==> src/rtl/umi_apb_pkg.sv <==
// UMI to APB bridge shared package with command layout, opcodes and request classes
`default_nettype none

package umi_apb_pkg;

    // ##########################################################################
    // UMI command layout
    // ##########################################################################

    localparam int CW = 32;                 // UMI command width

    typedef struct packed {
        logic [2:0] hostid;                 // Host ID
        logic [1:0] err;                    // Error code
        logic [1:0] user;                   // User bits
        logic       ex;                     // Exclusive access
        logic       eof;                    // End of frame
        logic       eom;                    // End of message
        logic [1:0] prot;                   // Protection
        logic [3:0] qos;                    // Quality of service
        logic [7:0] len;                    // Transfer count minus one
        logic [2:0] size;                   // Log2 of word bytes
        logic [4:0] opcode;                 // Command opcode, low bits
    } umi_cmd_t;

    // ##########################################################################
    // Opcodes
    // ##########################################################################

    localparam logic [4:0] UMI_REQ_READ   = 5'd1;   // Read request
    localparam logic [4:0] UMI_REQ_WRITE  = 5'd3;   // Write with ack
    localparam logic [4:0] UMI_REQ_POSTED = 5'd5;   // Posted write
    localparam logic [4:0] UMI_REQ_RDMA   = 5'd7;   // Remote DMA
    localparam logic [4:0] UMI_REQ_ATOMIC = 5'd9;   // Atomic op
    localparam logic [4:0] UMI_RESP_READ  = 5'd2;   // Read data back
    localparam logic [4:0] UMI_RESP_WRITE = 5'd4;   // Write ack

    // Request class carried down the pipe
    typedef enum logic [1:0] {
        CLASS_READ,                         // Needs read response
        CLASS_WRITE,                        // Needs write ack
        CLASS_POSTED                        // No response
    } req_class_t;

endpackage : umi_apb_pkg

`default_nettype wire

==> src/rtl/umi_bridge_if.sv <==
// Bridge-internal links from decode to execute and from execute to result
`timescale 1ns/1ps
`default_nettype none

// Decoded request waiting for the APB engine
interface apb_req_if
    import umi_apb_pkg::*;
#(
    parameter int APB_AW = 64,              // APB address width
    parameter int RW     = 64               // Register width
) ();
    logic              pend;                // Request waiting
    req_class_t        cls;                 // Read, write or posted
    logic [APB_AW-1:0] addr;                // Register address
    logic [RW-1:0]     wdata;               // Write data
    logic [1:0]        prot;                // UMI protection bits
    logic              take;                // Pulse, request consumed

    modport decode  (output pend, cls, addr, wdata, prot, input take);
    modport execute (input pend, cls, addr, wdata, prot, output take);
endinterface : apb_req_if

// Finished APB transfer handed to the response builder
interface apb_done_if
    import umi_apb_pkg::*;
#(
    parameter int RW = 64                   // Register width
) ();
    logic          done;                    // Pulse, transfer finished
    req_class_t    cls;                     // Class of finished request
    logic [RW-1:0] rdata;                   // Captured prdata
    logic          slverr;                  // Captured pslverr
    logic          busy;                    // Response pending downstream

    modport execute (output done, cls, rdata, slverr, input busy);
    modport result  (input done, cls, rdata, slverr, output busy);
endinterface : apb_done_if

`default_nettype wire

==> src/rtl/umi_req_decode.sv <==
// UMI request decode stage with group check, opcode classification and holding register
`timescale 1ns/1ps
`default_nettype none

module umi_req_decode
    import umi_apb_pkg::*;
#(
    parameter int AW        = 64,           // UMI address width
    parameter int DW        = 256,          // UMI data width
    parameter int RW        = 64,           // Register width
    parameter int APB_AW    = 64,           // APB address width
    parameter int GRPOFFSET = 24,           // Group field position
    parameter int GRPAW     = 0,            // Group field width where 0 disables
    parameter int GRPID     = 0             // Expected group
) (
    input  logic          clk,
    input  logic          nreset,
    input  logic          req_valid,
    input  umi_cmd_t      req_cmd,
    input  logic [AW-1:0] req_dstaddr,
    input  logic [AW-1:0] req_srcaddr,
    input  logic [DW-1:0] req_data,
    output logic          req_ready,
    apb_req_if.decode     req,
    output umi_cmd_t      saved_cmd,
    output logic [AW-1:0] saved_dstaddr,
    output logic [AW-1:0] saved_srcaddr
);
    logic          ready_en;                // Low for one cycle out of reset
    logic          pend_r;
    logic          accept;
    logic          group_match;
    logic          cls_ok;                  // Opcode we can serve
    req_class_t    cls_next;
    req_class_t    cls_r;
    umi_cmd_t      cmd_r;
    logic [AW-1:0] dst_r;
    logic [AW-1:0] src_r;
    logic [RW-1:0] data_r;

    if (GRPAW > 0) begin : g_grp
        assign group_match = (req_dstaddr[GRPOFFSET +: GRPAW] == GRPAW'(GRPID));
    end else begin : g_nogrp
        assign group_match = 1'b1;          // Check disabled
    end

    always_comb begin
        cls_ok   = 1'b0;
        cls_next = CLASS_READ;
        case (req_cmd.opcode)
            UMI_REQ_READ: begin
                cls_ok   = 1'b1;
                cls_next = CLASS_READ;
            end
            UMI_REQ_WRITE: begin
                cls_ok   = 1'b1;
                cls_next = CLASS_WRITE;
            end
            UMI_REQ_POSTED: begin
                cls_ok   = 1'b1;
                cls_next = CLASS_POSTED;
            end
            UMI_REQ_RDMA:   cls_ok = 1'b0;  // Accepted then dropped
            UMI_REQ_ATOMIC: cls_ok = 1'b0;  // Accepted then dropped
            default:        cls_ok = 1'b0;  // Unknown opcode dropped
        endcase
    end

    // Free when empty or being taken this cycle
    assign req_ready = ready_en & (~pend_r | req.take);
    assign accept    = req_valid & req_ready;

    always_ff @(posedge clk or negedge nreset) begin
        if (!nreset) begin
            ready_en <= 1'b0;
            pend_r   <= 1'b0;
        end else begin
            ready_en <= 1'b1;
            if (accept)
                pend_r <= cls_ok & group_match; // Drops never set pend
            else if (req.take)
                pend_r <= 1'b0;
        end
    end

    always_ff @(posedge clk) begin
        if (accept) begin
            cls_r  <= cls_next;
            cmd_r  <= req_cmd;
            dst_r  <= req_dstaddr;
            src_r  <= req_srcaddr;
            data_r <= req_data[RW-1:0];     // Low register lane only
        end
        if (req.take) begin                 // Keep response fields for result
            saved_cmd     <= cmd_r;
            saved_dstaddr <= dst_r;
            saved_srcaddr <= src_r;
        end
    end

    assign req.pend  = pend_r;
    assign req.cls   = cls_r;
    assign req.addr  = dst_r[APB_AW-1:0];
    assign req.wdata = data_r;
    assign req.prot  = cmd_r.prot;

    a_pend_hold : assert property (@(posedge clk) disable iff (!nreset)
        $fell(req.pend) |-> $past(req.take))
        else $error("pend dropped without take");

endmodule : umi_req_decode

`default_nettype wire

==> src/rtl/apb_access.sv <==
// APB execute stage running setup and access phases for one decoded request
`timescale 1ns/1ps
`default_nettype none

module apb_access
    import umi_apb_pkg::*;
#(
    parameter int RW     = 64,              // Register width
    parameter int APB_AW = 64               // APB address width
) (
    input  logic              clk,
    input  logic              nreset,
    apb_req_if.execute        req,
    apb_done_if.execute       done_if,
    output logic [APB_AW-1:0] paddr,
    output logic [2:0]        pprot,
    output logic              psel,
    output logic              penable,
    output logic              pwrite,
    output logic [RW-1:0]     pwdata,
    output logic [RW/8-1:0]   pstrb,
    input  logic              pready,
    input  logic [RW-1:0]     prdata,
    input  logic              pslverr
);
    typedef enum logic [1:0] {
        ST_IDLE,
        ST_SETUP,
        ST_ACCESS
    } apb_state_t;

    apb_state_t        state;
    logic              complete;            // Access phase ends this edge
    logic              start;               // Launch setup next cycle
    req_class_t        cls_r;               // Class of running transfer
    req_class_t        done_cls_r;          // Class of finished transfer
    logic              done_r;
    logic [RW-1:0]     rdata_r;
    logic              slverr_r;
    logic [APB_AW-1:0] paddr_r;
    logic [RW-1:0]     pwdata_r;
    logic              pwrite_r;
    logic [2:0]        pprot_r;

    assign complete = (state == ST_ACCESS) && pready;

    // Back-to-back only after a posted write, which leaves no response
    assign start = req.pend && !done_if.busy &&
                   ((state == ST_IDLE) || (complete && cls_r == CLASS_POSTED));

    always_ff @(posedge clk or negedge nreset) begin
        if (!nreset) begin
            state  <= ST_IDLE;
            done_r <= 1'b0;
        end else begin
            done_r <= complete;
            case (state)
                ST_IDLE:   if (start) state <= ST_SETUP;
                ST_SETUP:  state <= ST_ACCESS;
                ST_ACCESS: if (complete) state <= start ? ST_SETUP : ST_IDLE;
                default:   state <= ST_IDLE;
            endcase
        end
    end

    // ##########################################################################
    // Transfer fields held from setup to completion
    // ##########################################################################

    always_ff @(posedge clk) begin
        if (start) begin
            cls_r    <= req.cls;
            paddr_r  <= req.addr;
            pwdata_r <= req.wdata;
            pwrite_r <= (req.cls != CLASS_READ);
            pprot_r  <= {1'b0, req.prot};   // Top bit always data access
        end
        if (complete) begin
            rdata_r    <= prdata;
            slverr_r   <= pslverr;
            done_cls_r <= cls_r;
        end
    end

    assign paddr   = paddr_r;
    assign pwdata  = pwdata_r;
    assign pwrite  = pwrite_r;
    assign pprot   = pprot_r;
    assign pstrb   = '1;                    // Full register writes only
    assign psel    = (state != ST_IDLE);
    assign penable = (state == ST_ACCESS);

    assign req.take       = (state == ST_SETUP); // First setup cycle
    assign done_if.done   = done_r;
    assign done_if.cls    = done_cls_r;
    assign done_if.rdata  = rdata_r;
    assign done_if.slverr = slverr_r;

    // Access phase only ever follows a selected cycle
    a_enable_sel : assert property (@(posedge clk) disable iff (!nreset)
        penable |-> psel && $past(psel))
        else $error("penable without setup phase");

    a_addr_stable : assert property (@(posedge clk) disable iff (!nreset)
        penable |-> $stable(paddr) && $stable(pwrite))
        else $error("paddr or pwrite changed during transfer");

endmodule : apb_access

`default_nettype wire

==> src/rtl/umi_resp_pack.sv <==
// UMI response builder holding one read or write response until accepted
`timescale 1ns/1ps
`default_nettype none

module umi_resp_pack
    import umi_apb_pkg::*;
#(
    parameter int AW = 64,                  // UMI address width
    parameter int DW = 256,                 // UMI data width
    parameter int RW = 64                   // Register width
) (
    input  logic          clk,
    input  logic          nreset,
    apb_done_if.result    done_if,
    input  umi_cmd_t      saved_cmd,
    input  logic [AW-1:0] saved_dstaddr,
    input  logic [AW-1:0] saved_srcaddr,
    output logic          resp_valid,
    output umi_cmd_t      resp_cmd,
    output logic [AW-1:0] resp_dstaddr,
    output logic [AW-1:0] resp_srcaddr,
    output logic [DW-1:0] resp_data,
    input  logic          resp_ready
);
    logic          load;                    // Response due this edge
    logic          valid_r;
    umi_cmd_t      cmd_next;
    umi_cmd_t      cmd_r;
    logic [AW-1:0] dst_r;
    logic [AW-1:0] src_r;
    logic [DW-1:0] data_r;

    assign load = done_if.done && (done_if.cls != CLASS_POSTED);

    always_comb begin
        cmd_next        = saved_cmd;        // Keep size, len, qos and the rest
        cmd_next.opcode = (done_if.cls == CLASS_READ) ? UMI_RESP_READ : UMI_RESP_WRITE;
        cmd_next.err    = done_if.slverr ? 2'b10 : 2'b00;
    end

    always_ff @(posedge clk or negedge nreset) begin
        if (!nreset)
            valid_r <= 1'b0;
        else if (load)
            valid_r <= 1'b1;
        else if (resp_ready)
            valid_r <= 1'b0;
    end

    always_ff @(posedge clk) begin
        if (load) begin
            cmd_r  <= cmd_next;
            dst_r  <= saved_srcaddr;        // Reply goes back to requester
            src_r  <= saved_dstaddr;
            data_r <= (done_if.cls == CLASS_READ) ? DW'(done_if.rdata) : '0;
        end
    end

    // Also covers the done cycle so execute cannot overrun the slot
    assign done_if.busy = valid_r | load;

    assign resp_valid   = valid_r;
    assign resp_cmd     = cmd_r;
    assign resp_dstaddr = dst_r;
    assign resp_srcaddr = src_r;
    assign resp_data    = data_r;

    a_resp_hold : assert property (@(posedge clk) disable iff (!nreset)
        resp_valid && !resp_ready |=> resp_valid && $stable(resp_cmd))
        else $error("response changed under back-pressure");

endmodule : umi_resp_pack

`default_nettype wire

==> src/rtl/umi_apb_bridge.sv <==
// UMI device port to APB requester bridge top level
`timescale 1ns/1ps
`default_nettype none

module umi_apb_bridge
    import umi_apb_pkg::*;
#(
    parameter int AW        = 64,           // UMI address width
    parameter int DW        = 256,          // UMI data width
    parameter int RW        = 64,           // Register width
    parameter int APB_AW    = 64,           // APB address width
    parameter int GRPOFFSET = 24,           // Group field position
    parameter int GRPAW     = 0,            // Group field width, 0 disables
    parameter int GRPID     = 0             // Expected group
) (
    input  logic              clk,
    input  logic              nreset,
    // UMI request
    input  logic              req_valid,
    input  logic [CW-1:0]     req_cmd,
    input  logic [AW-1:0]     req_dstaddr,
    input  logic [AW-1:0]     req_srcaddr,
    input  logic [DW-1:0]     req_data,
    output logic              req_ready,
    // UMI response
    output logic              resp_valid,
    output logic [CW-1:0]     resp_cmd,
    output logic [AW-1:0]     resp_dstaddr,
    output logic [AW-1:0]     resp_srcaddr,
    output logic [DW-1:0]     resp_data,
    input  logic              resp_ready,
    // APB requester
    output logic [APB_AW-1:0] paddr,
    output logic [2:0]        pprot,
    output logic              psel,
    output logic              penable,
    output logic              pwrite,
    output logic [RW-1:0]     pwdata,
    output logic [RW/8-1:0]   pstrb,
    input  logic              pready,
    input  logic [RW-1:0]     prdata,
    input  logic              pslverr
);
    umi_cmd_t      saved_cmd;               // Fields of request in flight
    logic [AW-1:0] saved_dstaddr;
    logic [AW-1:0] saved_srcaddr;

    apb_req_if  #(.APB_AW(APB_AW), .RW(RW)) req_bus ();
    apb_done_if #(.RW(RW))                  done_bus ();

    umi_req_decode #(
        .AW(AW), .DW(DW), .RW(RW), .APB_AW(APB_AW),
        .GRPOFFSET(GRPOFFSET), .GRPAW(GRPAW), .GRPID(GRPID)
    ) u_decode (
        .clk(clk), .nreset(nreset),
        .req_valid(req_valid), .req_cmd(req_cmd),
        .req_dstaddr(req_dstaddr), .req_srcaddr(req_srcaddr),
        .req_data(req_data), .req_ready(req_ready),
        .req(req_bus.decode),
        .saved_cmd(saved_cmd), .saved_dstaddr(saved_dstaddr),
        .saved_srcaddr(saved_srcaddr)
    );

    apb_access #(.RW(RW), .APB_AW(APB_AW)) u_access (
        .clk(clk), .nreset(nreset),
        .req(req_bus.execute), .done_if(done_bus.execute),
        .paddr(paddr), .pprot(pprot), .psel(psel), .penable(penable),
        .pwrite(pwrite), .pwdata(pwdata), .pstrb(pstrb),
        .pready(pready), .prdata(prdata), .pslverr(pslverr)
    );

    umi_resp_pack #(.AW(AW), .DW(DW), .RW(RW)) u_resp (
        .clk(clk), .nreset(nreset),
        .done_if(done_bus.result),
        .saved_cmd(saved_cmd), .saved_dstaddr(saved_dstaddr),
        .saved_srcaddr(saved_srcaddr),
        .resp_valid(resp_valid), .resp_cmd(resp_cmd),
        .resp_dstaddr(resp_dstaddr), .resp_srcaddr(resp_srcaddr),
        .resp_data(resp_data), .resp_ready(resp_ready)
    );

endmodule : umi_apb_bridge

`default_nettype wire

==> config.mk <==
export PLATFORM = sky130hd
export DESIGN_NAME = umi_apb_bridge
export DESIGN_NICKNAME = d
export VERILOG_FILES = /design/src/rtl/umi_apb_pkg.sv /design/src/rtl/umi_bridge_if.sv /design/src/rtl/umi_req_decode.sv /design/src/rtl/apb_access.sv /design/src/rtl/umi_resp_pack.sv /design/src/rtl/umi_apb_bridge.sv
export SDC_FILE = /design/constraint.sdc
export NUM_CORES = 1
export LEC_CHECK = 0
export BUFFER_PORTS_ARGS = -buffer_cell sky130_fd_sc_hd__buf_2
export CAP_MARGIN = 5
export CORE_AREA = 2 2 408 410
export CTS_CLUSTER_DIAMETER = 80
export DETAILED_ROUTE_END_ITERATION = 16
export DIE_AREA = 0 0 410 412
export GPL_ROUTABILITY_DRIVEN = 0
export GPL_TIMING_DRIVEN = 0
export PLACE_DENSITY = 0.35
export SLEW_MARGIN = 20
export SYNTH_ARGS = -nofsm -noshare
export SYNTH_HDL_FRONTEND = slang
export SYNTH_SLANG_ARGS = --single-unit
==> constraint.sdc <==
create_clock -name clk -period 21.2 [get_ports clk]
set_input_delay 1.06 -clock clk [delete_from_list [all_inputs] [get_ports clk]]
set_output_delay 1.06 -clock clk [all_outputs]
set_load 0.1 [all_outputs]
== Yosys cells after proc, flatten, opt, wreduce, memory -nomap -nowiden ==
Cells that the tools add are included.

* Eq/ne operators: 9
* Mux-type cells: 12
* Bitwise gates (word level): 5
* Reductions and logical operators: 15

{| class="wikitable"
|+ Operators by type and width
! kind !! number
|-
| $reduce_bool 2->1 || 4
|-
| $mux 1 || 6
|-
| $mux 2 || 3
|-
| $pmux 2 s3 || 1
|-
| $eq 5x1->1 const B || 1
|-
| $eq 5x2->1 const B || 1
|-
| $eq 5x3->1 const B || 1
|-
| $logic_and 1x1->1 || 5
|-
| $eq 2x2->1 const B || 2
|-
| $logic_not 2->1 || 2
|-
| $ne 2x1->1 const B || 2
|-
| $pmux 2 s2 || 1
|-
| $mux 3 || 1
|-
| $reduce_or 3->1 || 1
|-
| $and 1x1->1 || 2
|-
| $eq 2x1->1 const B || 1
|-
| $ne 2x2->1 const B || 1
|-
| $or 1x1->1 || 2
|-
| $reduce_and 2->1 || 1
|-
| $logic_not 1->1 || 1
|-
| $logic_or 1x1->1 || 1
|-
| $not 1->1 || 1
|}

* Bits in registers: 994
* Input port bits: 486
* Output and inout bits: 560
* Word-level logic and storage cells: 93

== Longest topological paths before layout ==
Gate-level depths: netlist (run 1).

* Depth in word-level cells: 9
* Mapped depth: 5
* Mapped depth without buffers: 3

== Modules after synthesis ==
Synthesis (run 1) repeated with hierarchy kept, for this count alone.

* Cell total of the unflattened synthesis: 1123
* Area total of the unflattened synthesis: 26601.8 um^2

{| class="wikitable"
|+ Modules (own cells, without submodules)
! module !! instances !! cells an instance !! area an instance (um^2) !! seq. area each (um^2)
|-
| umi_req_decode || 1 || 401 || 11730.0 || 11641.2
|-
| umi_resp_pack || 1 || 497 || 8618.3 || 6631.4
|-
| apb_access || 1 || 225 || 6253.5 || 6080.8
|}

== Worst setup path before layout (run 1) ==
OpenSTA, ideal clock, no wires.

* Path kind: input port to flip-flop
* Start point: input port req_valid
* End point: register u_decode.cmd_r[10] in the netlist's numbering, enable pin
* Setup time: 873 ps
* Arrival time: 11680 ps
* Required time: 20327 ps
* Path slack: 8647 ps
* Cell stages on the path: 2
* Path buffers: 0
* Cells stage by stage: nand2_1 -> a21oi_1

* Longest elaborated chain between the ends: 1

{| class="wikitable"
|+ Ends and longest elaborated chain
! what !! RTL line !! RTL
|-
| from (decl) || umi_apb_bridge.sv:19 || <nowiki>input logic req_valid,</nowiki>
|-
| $and 1x1->1 || umi_req_decode.sv:71 || <nowiki>assign accept = req_valid & req_ready;</nowiki>
|-
| named net u_decode.accept || umi_req_decode.sv:31 || <nowiki>logic accept;</nowiki>
|-
| to (signal assigned) || umi_req_decode.sv:89 || <nowiki>cmd_r <= req_cmd;</nowiki>
|-
| to (decl) || umi_req_decode.sv:36 || <nowiki>umi_cmd_t cmd_r;</nowiki>
|}

The timed path passes the listed nets, and every way through them passes these cells.
A chain may end at the register's enable or synchronous reset.

== Worst setup path in the final report (run 1) ==
* Start point: register u_decode.pend_r (netlist: u_decode.req.pend)
* End point: register u_access.paddr_r[32] (netlist: u_access.paddr[32]), enable pin

* Longest elaborated chain between the ends: 2

{| class="wikitable"
|+ Ends and longest elaborated chain
! what !! RTL line !! RTL
|-
| from (decl) || umi_req_decode.sv:30 || <nowiki>logic pend_r;</nowiki>
|-
| from (signal assigned) || umi_req_decode.sv:80 || <nowiki>pend_r <= cls_ok & group_match;</nowiki>
|-
| $logic_and 1x1->1 (2 in series) || apb_access.sv:48 || <nowiki>assign start = req.pend && !done_if.busy &&</nowiki>
|-
| to (signal assigned) || apb_access.sv:73 || <nowiki>paddr_r <= req.addr;</nowiki>
|-
| to (decl) || apb_access.sv:40 || <nowiki>logic [APB_AW-1:0] paddr_r;</nowiki>
|}

Every way passes these cells.

==> results of run 1 <==
cell type report:
cell class,count,share of cell area
Timing Repair Buffer,679,0.107
Multi-Input combinational cell,292,0.0373
Clock inverter,60,0.0182
Inverter,5,0.000714
Antenna cell,8,0.000544
Sequential cell,798,0.650
Buffer,212,0.0438
Tap cell,2189,0.0744
Clock buffer,118,0.0681
routing by layer:
layer,part of all wire,routed length [um],vias up,track usage
li1,-,-,5792,-
met1,0.39,31000,6214,0.104
met2,0.44,34700,670,0.136
met3,0.14,10900,165,0.0571
met4,0.027,2140,48,0.0323
met5,0.0036,284,-,0
state kept, by name, indices dropped and copies added, names as in the netlist, 2 cells and up:
register	flops
u_decode.cmd_r	23
u_decode.req.wdata	64
u_access.pwdata	64
u_decode.req.addr	64
u_access.paddr	64
u_decode.src_r	64
u_access.done_if.rdata	64
u_access.pprot	2
u_decode.saved_dstaddr	64
u_decode.req.prot	2
u_access.state	2
u_resp.resp_dstaddr	64
u_decode.saved_srcaddr	64
u_access.cls_r	2
u_resp.resp_data	64
u_access.done_if.cls	2
u_decode.req.cls	2
u_resp.resp_srcaddr	64
u_decode.saved_cmd	25
u_resp.resp_cmd	28
layout by cell type, fill, tap and decap left out, drive strengths merged:
cell type / instances
or3b: 2
clkbuf: 118
o32ai: 1
conb: 206
a21boi: 1
inv: 16
clkinvlp: 5
nand2: 1
buf: 891
clkinv: 36
a221oi: 2
dfrtp: 6
edfxtp: 792
or2: 3
nand3b: 1
bufinv: 8
diode: 8
nand2b: 3
a22o: 1
nor3b: 2
and2: 67
a21oi: 1
o21ai: 1
worst paths after layout:
path                                         end             startpoint  slack (ns)
max                           u_access.paddr[32]      u_decode.req.pend       17.74
min                        u_access.done_if.done                 nreset        0.18
max in group asynchronous      u_decode.ready_en                 nreset       20.86
min in group clk              u_resp.resp_cmd[6]  u_decode.saved_cmd[6]        0.40
min reg2reg                   u_resp.resp_cmd[6]  u_decode.saved_cmd[6]        0.40
max reg2reg                   u_access.paddr[32]      u_decode.req.pend       17.74
kinds of logic (layout without fill, tap and decap cells):
kind of cell,Yosys count,in the layout,share of synthesized area
and+or+nand+nor,79,79,0.0193
DFF,798,798,0.916
buffers and inverters,217,1074,0.0624
other,2,214,0.000287
AOI/OAI and AO/OA,7,7,0.00230
power by group through the flow:
stage / logic [uW] / clock network, uW / registers [uW]
floorplan: 338 / 0 / 3030
global placement: 1390 / 0 / 2360
detailed placement: 1470 / 0 / 2200
CTS: 1470 / 1720 / 2170
global route: 1500 / 1780 / 2190
finish: 1450 / 1650 / 2160
worst reg2reg max path, stage by stage (launching register included):
cell,delay (ns)
sky130_fd_sc_hd__dfrtp_1,0.43
sky130_fd_sc_hd__or3b_1,0.43
sky130_fd_sc_hd__a221oi_4,0.44
sky130_fd_sc_hd__buf_6,0.25
sky130_fd_sc_hd__buf_6,0.20
sky130_fd_sc_hd__buf_8,0.17
sky130_fd_sc_hd__buf_6,0.20
sky130_fd_sc_hd__buf_6,0.21
sky130_fd_sc_hd__buf_6,0.18
sky130_fd_sc_hd__buf_6,0.20
sky130_fd_sc_hd__buf_6,0.22
sky130_fd_sc_hd__buf_6,0.21
through the flow:
| step | worst slack [ns] | total power (uW) | TNS (ns) | utilization |
|---|---|---|---|---|
| finish | 17.74 | 5260 | 0 | 0.224 |
| global route | 17.50 | 5470 | 0 | 0.224 |
| CTS | 17.57 | 5370 | 0 | 0.224 |
| detailed placement | 17.05 | 3670 | 0 | 0.205 |
| global placement | -0.0781 | 3760 | -10.25 | 0.200 |
| floorplan | 8.65 | 3370 | 0 | - |
==> flow_summary.json, run 1 <==
{
  "finalCritPeriodShare": 0.163,
  "critical_path_depth": 11,
  "postSynth.asyncResetShare": 0.00752,
  "cpMostUsedCell": "sky130_fd_sc_hd__buf_6",
  "maximum_number_of_pins_on_one_net_before_global_route_repair": 70,
  "layout.cells.non_filler": 4361,
  "yosys-top-cells-count": "792 x sky130_fd_sc_hd__edfxtp_1, 205 x sky130_fd_sc_hd__buf_4, 67 x sky130_fd_sc_hd__and2_1",
  "synth_ff_type": "sky130_fd_sc_hd__edfxtp_1",
  "worst_setup_path_end_kind": "flop",
  "area_growth_syn_to_layout_pct": 40.8,
  "grt_util_all_layers": 0.0904,
  "path_cells": "or3b_1 -> a221oi_4 -> buf_6 -> buf_6 -> buf_8 -> buf_6 -> buf_6 -> buf_6 -> buf_6 -> buf_6 -> buf_6",
  "synth_seq_cells": 798,
  "worst_hold_path_type": "input pin to async pin",
  "number_of_global_route_vias_before_repair": 13534,
  "finalHoldViolCount": 0,
  "routed_wl_um": 79000,
  "num_rows": 149,
  "vias_post_dr": 12889,
  "max_slew.worst_pin.slew_ns": 0.744,
  "postPlaceCellArea_mm2": 0.0336,
  "buffer_ports.inserted": 646,
  "critical-path-slowest-cell": "sky130_fd_sc_hd__a221oi_4",
  "drtIter0Drc": 773,
  "numCtsBuffers": 97,
  "synth_area_mm2": 0.0261,
  "final.min_clock_period_ns": 3.46,
  "start_util": 0.159,
  "switching_share": 0.387,
  "floorplan.die.width_um": 410,
  "synth_cell_types": 23,
  "clock_tree_from_tritoncts": "built",
  "avgSynthCellArea_um2": 23.7,
  "path_clk_slew_ns": 0.06,
  "ctsLongestPathBuffers": 3,
  "cts-htree-levels": 3,
  "sequential_cell_area_mm2": 0.0239,
  "synth_area_leader_cell": "sky130_fd_sc_hd__edfxtp_1",
  "layout.nets": 2571,
  "comb_power_share": 0.275,
  "max_freq_mhz": 289,
  "crit_path_start_kind": "flop",
  "placeableCoreArea_mm2": 0.164,
  "p_switching_uw": 2030,
  "netlist_instances": 1103,
  "synth_top_cell_area_share": 0.910,
  "share_of_the_yosys_chip_area_belonging_to_registers": 0.916,
  "dpl.cell_count": 4175,
  "ir_worst_vdd_uv": 75.5,
  "drt-pass1-iter-count": 5,
  "worst_hold_slack_ns": 0.177,
  "drcViolationCount": 0,
  "share_clk_of_total_power": 0.313,
  "crit_required_ns": 21.58,
  "die_area_mm2": 0.169,
  "crit_fanout": 16,
  "global_route_wire_length_before_repair_um": 107000,
  "boundaryPins": 1046,
  "cts_num_sinks": 798,
  "timing.critical_path.buf_inv": 9,
  "final_layout_size_suffix_gt1_frac": 0.480,
  "worst_clock_skew_ns": 0.0640,
  "path_delay_family": "buffers and inverters",
  "cts_hold_repair.buffers": 0,
  "total_area_of_multi_input_combinational_cells_mm2": 0.00137,
  "int_power_uw": 3220,
  "yosysMostFrequentCell": "sky130_fd_sc_hd__edfxtp_1",
  "detailed_place_hpwl_um": 59800,
  "setup_repair_after_global_routing_missed_its_margin": "no",
  "max-cap-violations": 0,
  "worst_skew_pair.late_latency_ns": 0.70,
  "status": "completed",
  "netlist_top_cells_area": "sky130_fd_sc_hd__edfxtp_1 91%, sky130_fd_sc_hd__buf_4 5.9%, sky130_fd_sc_hd__and2_1 1.6%",
  "dieHeight_um": 412,
  "p_per_area_mw_per_mm2": 143,
  "ys.warnings.count": 0,
  "antenna_found_initial": 39,
  "final_cell_area_mm2": 0.0368,
  "maxSlewViolCount": 0,
  "post_cts.resized_instances": 0,
  "fillerInstances": 17284,
  "pwr-share-seq": 0.411,
  "cts.root.buffer_cell": "sky130_fd_sc_hd__clkbuf_16",
  "final_antenna_net_count": 0,
  "slew_headroom": 0.504,
  "avgRoutedWirePerCell_um": 18.1,
  "routed_via_density": 2.96,
  "crit_path_max_incr_delay_ns": 0.44,
  "p_leak_uw": 0.0138,
  "worstSetupPathType": "flop to flop",
  "cts_setup_buffers": 0,
  "worst_ep_arrival_time_ns": 3.84,
  "synth_edf_count": 792,
  "setup-violations-final": 0,
  "worst_r2r_path_depth": 11,
  "overflow": 0
}
No activity file was read; power rests on OpenSTA's default activity.
==> inputs of run 2 (changes only) <==
--- a/config.mk
+++ b/config.mk
@@ -7,13 +7,13 @@
 export LEC_CHECK = 0
 export BUFFER_PORTS_ARGS = -buffer_cell sky130_fd_sc_hd__buf_2
 export CAP_MARGIN = 5
-export CORE_AREA = 2 2 408 410
+export CORE_AREA = 2 2 413 415
 export CTS_CLUSTER_DIAMETER = 80
 export DETAILED_ROUTE_END_ITERATION = 16
-export DIE_AREA = 0 0 410 412
+export DIE_AREA = 0 0 415 417
 export GPL_ROUTABILITY_DRIVEN = 0
 export GPL_TIMING_DRIVEN = 0
-export PLACE_DENSITY = 0.35
+export PLACE_DENSITY = 0.34
 export SLEW_MARGIN = 20
 export SYNTH_ARGS = -nofsm -noshare
 export SYNTH_HDL_FRONTEND = slang
==> constraint.sdc (replaced) <==
create_clock -name clk -period 3.6 [get_ports clk]
set_input_delay 0.18 -clock clk [delete_from_list [all_inputs] [get_ports clk]]
set_output_delay 0.18 -clock clk [all_outputs]
set_load 0.1 [all_outputs]
==> run 2 against run 1 <==
Register-to-register slack worse by 17 ns. Sequential share of layout area down 5.1 points. Worst hold slack lost 0.022 ns. Cell count rose by 7.5%. Global-route usage is 0.39 points lower. Critical path type unchanged. Core utilization grew 1.3 points. Clock skew decreased by 0.021 ns. Critical path depth down 3. Non-clock buffer count up 299. Maximum frequency increased by 21%. Die area is 2.4% higher.
==> flow_summary.json, run 2 (synthesized netlist as in run 1, its figures left out) <==
{
  "report.power.total_uw": 31300,
  "start_util": 0.155,
  "crit_fanout": 14,
  "dieHeight_um": 417,
  "final_layout_size_suffix_gt1_frac": 0.428,
  "p_per_area_mw_per_mm2": 785,
  "worstSetupPathType": "flop to flop",
  "fin_tns_setup_ns": 0,
  "worst_r2r_path_depth": 8,
  "final_antenna_net_count": 0,
  "critical_path_depth": 8,
  "crit_path_max_incr_delay_ns": 0.48,
  "cts_num_sinks": 798,
  "max_slew.worst_pin.slew_ns": 0.592,
  "drcViolationCount": 0,
  "setup-violations-final": 0,
  "area_growth_syn_to_layout_pct": 52.7,
  "boundaryPins": 1046,
  "crit_path_start_kind": "flop",
  "dpl.cell_count": 4209,
  "worst_clock_skew_ns": 0.0435,
  "slew_headroom": 0.608,
  "drtIter0Drc": 633,
  "vias_post_dr": 13849,
  "groute.layer.met3.usage": 0.0443,
  "max_freq_mhz": 351,
  "detailed_place_hpwl_um": 57300,
  "layout.nets": 2870,
  "routed_wl_um": 76800,
  "grt_most_used_layer": "met2",
  "final.min_clock_period_ns": 2.85,
  "cts.root.buffer_cell": "sky130_fd_sc_hd__clkbuf_16",
  "avgRoutedWirePerCell_um": 16.4,
  "status": "completed",
  "critical-path-slowest-cell": "sky130_fd_sc_hd__dfrtp_4",
  "finalHoldViolCount": 0,
  "finalCritPeriodShare": 0.791,
  "maximum_number_of_pins_on_one_net_before_global_route_repair": 54,
  "sequential_cell_area_mm2": 0.0239,
  "total_area_of_multi_input_combinational_cells_mm2": 0.00138,
  "path_cells": "or3b_4 -> a221oi_4 -> buf_6 -> buf_6 -> buf_6 -> buf_6 -> buf_6 -> buf_8",
  "setup_repair_after_global_routing_missed_its_margin": "no",
  "num_rows": 151,
  "global_route_wire_length_before_repair_um": 108000,
  "overflow": 0,
  "p_leak_uw": 0.0151,
  "path_delay_family": "buffers and inverters",
  "ir_worst_vdd_uv": 476,
  "path_clk_slew_ns": 0.06,
  "clock_tree_from_tritoncts": "built",
  "timing.critical_path.buf_inv": 6,
  "max-cap-violations": 0,
  "drt-pass1-iter-count": 5,
  "die_area_mm2": 0.173,
  "buffer_ports.inserted": 646,
  "use_met2": 0.156,
  "layout.cells.non_filler": 4690,
  "crit_required_ns": 4.02,
  "worst_hold_path_type": "input pin to flop",
  "worst_ep_arrival_time_ns": 3.27,
  "antenna_found_initial": 18,
  "cts-htree-levels": 3,
  "hold_depth": 2,
  "layout.cells.most_common_list": "792 x sky130_fd_sc_hd__edfxtp_1, 647 x sky130_fd_sc_hd__buf_2, 294 x sky130_fd_sc_hd__dlygate4sd3_1",
  "floorplan.die.width_um": 415,
  "worst_skew_pair.late_latency_ns": 0.73,
  "maxSlewViolCount": 0,
  "ctsLongestPathBuffers": 3,
  "fillerInstances": 17631,
  "numCtsBuffers": 97,
  "globalRouteMet1Util": 0.0844,
  "routed_via_density": 2.95,
  "number_of_global_route_vias_before_repair": 15021,
  "cts_setup_buffers": 0,
  "placeableCoreArea_mm2": 0.169,
  "layout_commonest_cell": "sky130_fd_sc_hd__edfxtp_1",
  "cpMostUsedCell": "sky130_fd_sc_hd__buf_6",
  "worst_setup_path_end_kind": "flop",
  "grt_util_all_layers": 0.0865
}
-- run 2: cell types whose count changed in the layout (fill, tap and decap cells not counted), sizes merged --
cell         previous run  this run
diode                   8         5
clkbuf                118       119
clkinv                 36        41
inv                    16        15
buf                   891       896
bufinv                  8         7
dlygate4sd3             0       294
-- run 2: final cells by class --
type                            instances  area share
Clock buffer                          119      0.0639
Timing Repair Buffer                  978       0.174
Clock inverter                         63      0.0168
Antenna cell                            5    0.000313
Buffer                                212      0.0404
Sequential cell                       798       0.600
Multi-Input combinational cell        292      0.0346
Inverter                                5    0.000564
Tap cell                             2218      0.0695
-- run 2: timing repair --
| item | CTS | global route |
|---|---|---|
| hold buffers | 294 | 0 |
| gates resized for setup | 0 | 0 |
| hold endpoints to repair | 306 | 0 |
| endpoints found under the setup margin | 0 | 0 |
-- run 2: per-layer routing --
layer	share of wire	routed length (um)
met2	0.52	40100
met4	0.033	2500
met3	0.10	7780
met1	0.34	26400
met5	0.00081	62
-- run 2: worst paths after layout --
check	start	to	slack (ns)
max	u_resp.resp_valid	u_access.paddr[47]	0.75
min reg2reg	u_decode.saved_srcaddr[3]	u_resp.resp_dstaddr[3]	0.39
min in group asynchronous	nreset	u_access.done_if.done	0.46
max reg2reg	u_resp.resp_valid	u_access.paddr[47]	0.75
min	req_data[47]	u_decode.req.wdata[47]	0.16
max in group asynchronous	nreset	u_resp.resp_valid	2.86
-- run 2: metrics by stage --
step	setup WS, ns	area [um2]	util	hold WS, ns
floorplan	-1.11	26900	-	-0.116
global placement	-4.05	33000	0.196	0.0107
detailed placement	0.678	33700	0.200	0.0186
CTS	0.681	39900	0.237	0.0503
global route	0.614	39900	0.237	0.0845
finish	0.751	39900	0.237	0.155
-- run 2: power by group --
part,switching [uW],leakage (uW),internal [uW]
clock,4110,0.00156,5630
combinational,7500,0.00621,1410
sequential,427,0.00736,12300
total,12000,0.0151,19300
-- run 2: worst register-to-register path, cell delays in order, from the launching register on --
cell                       delay (ns)
sky130_fd_sc_hd__dfrtp_4         0.48
sky130_fd_sc_hd__or3b_4          0.40
sky130_fd_sc_hd__a221oi_4        0.39
sky130_fd_sc_hd__buf_6           0.25
sky130_fd_sc_hd__buf_6           0.22
sky130_fd_sc_hd__buf_6           0.19
sky130_fd_sc_hd__buf_6           0.21
sky130_fd_sc_hd__buf_6           0.22
sky130_fd_sc_hd__buf_8           0.20
==> inputs of run 3 (changes only) <==
--- a/config.mk
+++ b/config.mk
@@ -5,15 +5,16 @@
 export SDC_FILE = /design/constraint.sdc
 export NUM_CORES = 1
 export LEC_CHECK = 0
+export ABC_AREA = 1
 export BUFFER_PORTS_ARGS = -buffer_cell sky130_fd_sc_hd__buf_2
 export CAP_MARGIN = 5
-export CORE_AREA = 2 2 413 415
+export CORE_AREA = 2 2 402 404
 export CTS_CLUSTER_DIAMETER = 80
 export DETAILED_ROUTE_END_ITERATION = 16
-export DIE_AREA = 0 0 415 417
+export DIE_AREA = 0 0 404 406
 export GPL_ROUTABILITY_DRIVEN = 0
 export GPL_TIMING_DRIVEN = 0
-export PLACE_DENSITY = 0.34
+export PLACE_DENSITY = 0.36
 export SLEW_MARGIN = 20
 export SYNTH_ARGS = -nofsm -noshare
 export SYNTH_HDL_FRONTEND = slang
==> constraint.sdc (replaced) <==
create_clock -name clk -period 2.7 [get_ports clk]
set_input_delay 0.135 -clock clk [delete_from_list [all_inputs] [get_ports clk]]
set_output_delay 0.135 -clock clk [all_outputs]
set_load 0.1 [all_outputs]
==> run 3 against run 2 <==
Combinational power rose by 11%. Clock-buffer cell count did not move. Design area down 0.43%. Sequential share of layout area is 0.25 points higher. Cell count down 1.4%. Worst setup slack lost 0.57 ns. Critical path depth increased by 2. Via count up 0.84%. Maximum frequency up 13%. Critical path type unchanged. Critical endpoint is now u_access.pwdata[31]. Largest cell class unchanged.
==> flow_summary.json, run 3 <==
{
  "status": "completed",
  "boundaryPins": 1046,
  "synth_top_cell_area_share": 0.905,
  "p_leak_uw": 0.0153,
  "worst_setup_path_end_kind": "flop",
  "synth_edf_count": 792,
  "max-cap-violations": 0,
  "routed_via_density": 3.02,
  "floorplan.die.width_um": 404,
  "layout.nets": 2943,
  "slew_headroom": 0.524,
  "synth_ff_type": "sky130_fd_sc_hd__edfxtp_1",
  "cts-htree-levels": 3,
  "postPlaceCellArea_mm2": 0.0337,
  "worst_r2r_path_depth": 10,
  "final_antenna_net_count": 0,
  "final_critical_path_setup_slack_ns": 0.184,
  "reg2reg_to": "u_access.pwdata[31]",
  "drtIter0Drc": 720,
  "placeableCoreArea_mm2": 0.160,
  "routed_wl_um": 79200,
  "p_per_area_mw_per_mm2": 976,
  "cts.root.buffer_cell": "sky130_fd_sc_hd__clkbuf_16",
  "start_util": 0.165,
  "ir_worst_vdd_uv": 680,
  "yosys-top-cells-count": "792 x sky130_fd_sc_hd__edfxtp_1, 205 x sky130_fd_sc_hd__buf_4, 76 x sky130_fd_sc_hd__inv_1",
  "ctsLongestPathBuffers": 3,
  "drcViolationCount": 0,
  "synth_area_leader_cell": "sky130_fd_sc_hd__edfxtp_1",
  "overflow": 0,
  "drt-pass1-iter-count": 4,
  "maximum_number_of_pins_on_one_net_before_global_route_repair": 79,
  "num_rows": 147,
  "numCtsBuffers": 97,
  "buffer_ports.inserted": 646,
  "global_route_wire_length_before_repair_um": 108000,
  "die_area_mm2": 0.164,
  "layout_commonest_cell": "sky130_fd_sc_hd__edfxtp_1",
  "synth_seq_cells": 798,
  "final_cell_area_mm2": 0.0397,
  "postLayoutCoreUtil": 0.249,
  "max_freq_mhz": 397,
  "avgSynthCellArea_um2": 22.3,
  "netlist_top_cells_area": "sky130_fd_sc_hd__edfxtp_1 91%, sky130_fd_sc_hd__buf_4 5.9%, sky130_fd_sc_hd__inv_1 1.1%",
  "max_slew.worst_pin.slew_ns": 0.718,
  "yosysMostFrequentCell": "sky130_fd_sc_hd__edfxtp_1",
  "clock_tree_from_tritoncts": "built",
  "finalHoldViolCount": 0,
  "path_clk_slew_ns": 0.06,
  "final.min_clock_period_ns": 2.52,
  "final_layout_size_suffix_gt1_frac": 0.412,
  "setup-violations-final": 0,
  "worst_hold_path_type": "input pin to flop",
  "setup_repair_after_global_routing_missed_its_margin": "no",
  "maxSlewViolCount": 0,
  "cts_num_sinks": 798,
  "crit_fanout": 21,
  "endpoint": "u_access.pwdata[31]",
  "worst_ep_arrival_time_ns": 2.92,
  "grt_util_all_layers": 0.0932,
  "r2r-start": "u_access.state[0]",
  "detailed_place_hpwl_um": 59200,
  "fin_tns_setup_ns": 0,
  "postSynth.asyncResetShare": 0.00752,
  "layout.cells.most_common_list": "792 x sky130_fd_sc_hd__edfxtp_1, 647 x sky130_fd_sc_hd__buf_2, 294 x sky130_fd_sc_hd__dlygate4sd3_1",
  "synth_area_mm2": 0.0263,
  "worst_skew_pair.late_latency_ns": 0.70,
  "netlist_instances": 1178,
  "worst_clock_skew_ns": 0.0567,
  "synth_cell_types": 18,
  "crit_path_start_kind": "flop",
  "finalCritPeriodShare": 0.932,
  "worstSetupPathType": "flop to flop",
  "avgRoutedWirePerCell_um": 17.1,
  "ys.warnings.count": 0,
  "report.power.total_uw": 38800,
  "share_of_the_yosys_chip_area_belonging_to_registers": 0.911,
  "vias_post_dr": 13965,
  "number_of_global_route_vias_before_repair": 14240,
  "antenna_found_initial": 22,
  "placement.setup.worst_slack_ns": -0.133,
  "dieHeight_um": 406,
  "crit_required_ns": 3.10,
  "crit_start": "u_access.state[0]",
  "ff2ff_setup_slack_ns": 0.18,
  "area_growth_syn_to_layout_pct": 51.2,
  "fillerInstances": 16611
}
-- run 3: kinds of logic after synthesis --
logic type,count (synthesis),share of synthesized area
compound gates,5,0.000952
other cells,2,0.000286
simple gates,84,0.0154
flops,798,0.911
buf+inv,289,0.0725
-- run 3: area by class of cell --
class                           instances  area (um2)  share of cell area
Clock inverter                         58         564              0.0142
Clock buffer                          119        2510              0.0632
Sequential cell                       798       23900               0.602
Timing Repair Buffer                  975        6960               0.175
Multi-Input combinational cell        295        1230              0.0309
Antenna cell                            5        12.5            0.000315
Inverter                               77         304             0.00765
Buffer                                212        1620              0.0406
Timing Repair inverter                  1        5.00            0.000126
Tap cell                             2086        2610              0.0657
-- run 3: how the worst min path moves through the flow --
stage                                   to  cells past startpoint    startpoint  slack, ns
finish               u_decode.req.wdata[9]                      2   req_data[9]       0.13
global route        u_decode.req.wdata[24]                      2  req_data[24]       0.07
CTS                 u_decode.req.wdata[34]                      2  req_data[34]       0.04
detailed placement       u_access.state[1]                      1        nreset      -0.02
global placement         u_access.state[1]                      1        nreset      -0.02
floorplan            u_access.done_if.done                      0        nreset      -0.16
-- run 3: where the power goes --
| group | leakage [uW] | switching (uW) | internal, uW |
|---|---|---|---|
| Clock | 0.00148 | 5380 | 7170 |
| Sequential | 0.00736 | 453 | 15900 |
| Combinational | 0.00650 | 8280 | 1640 |
| Total | 0.0153 | 14100 | 24700 |
-- run 3: timing repair --
action                                  in CTS  in global routing
pin swaps                                    1                  0
cloned                                       0                  1
endpoints found under the setup margin      18                 37
hold buffers                               294                  0
resized for setup                            0                  0
buffers inserted                             1                  0
endpoints found under the hold margin      313                  0
-- run 3: critical path: stages (launching register included) --
cell and delay, ns:
sky130_fd_sc_hd__dfrtp_1 0.41, sky130_fd_sc_hd__inv_1 0.06, sky130_fd_sc_hd__nand3_1 0.16, sky130_fd_sc_hd__clkinvlp_4 0.35, sky130_fd_sc_hd__nand2_2 0.13, sky130_fd_sc_hd__a21oi_4 0.18
sky130_fd_sc_hd__buf_12 0.18, sky130_fd_sc_hd__buf_16 0.17, sky130_fd_sc_hd__buf_16 0.18, sky130_fd_sc_hd__buf_16 0.18, sky130_fd_sc_hd__buf_16 0.18
-- run 3: metrics by stage --
| step | cells | hold WS, ns |
|---|---|---|
| 2_1_floorplan | 1382 | -0.161 |
| 4_1_cts | 4620 | 0.0370 |
| 6_report | 4626 | 0.128 |
| 3_3_place_gp | 4114 | -0.0213 |
| 5_1_grt | 4622 | 0.0698 |
| 3_5_place_dp | 4148 | -0.0228 |
-- run 3: metal layers --
metal | up-vias | routed length [um] | global-route usage
met5 | - | 209 | 0
met4 | 32 | 1820 | 0.0314
met3 | 140 | 10400 | 0.0545
met2 | 690 | 35200 | 0.143
met1 | 6579 | 31500 | 0.108
li1 | 6524 | - | -
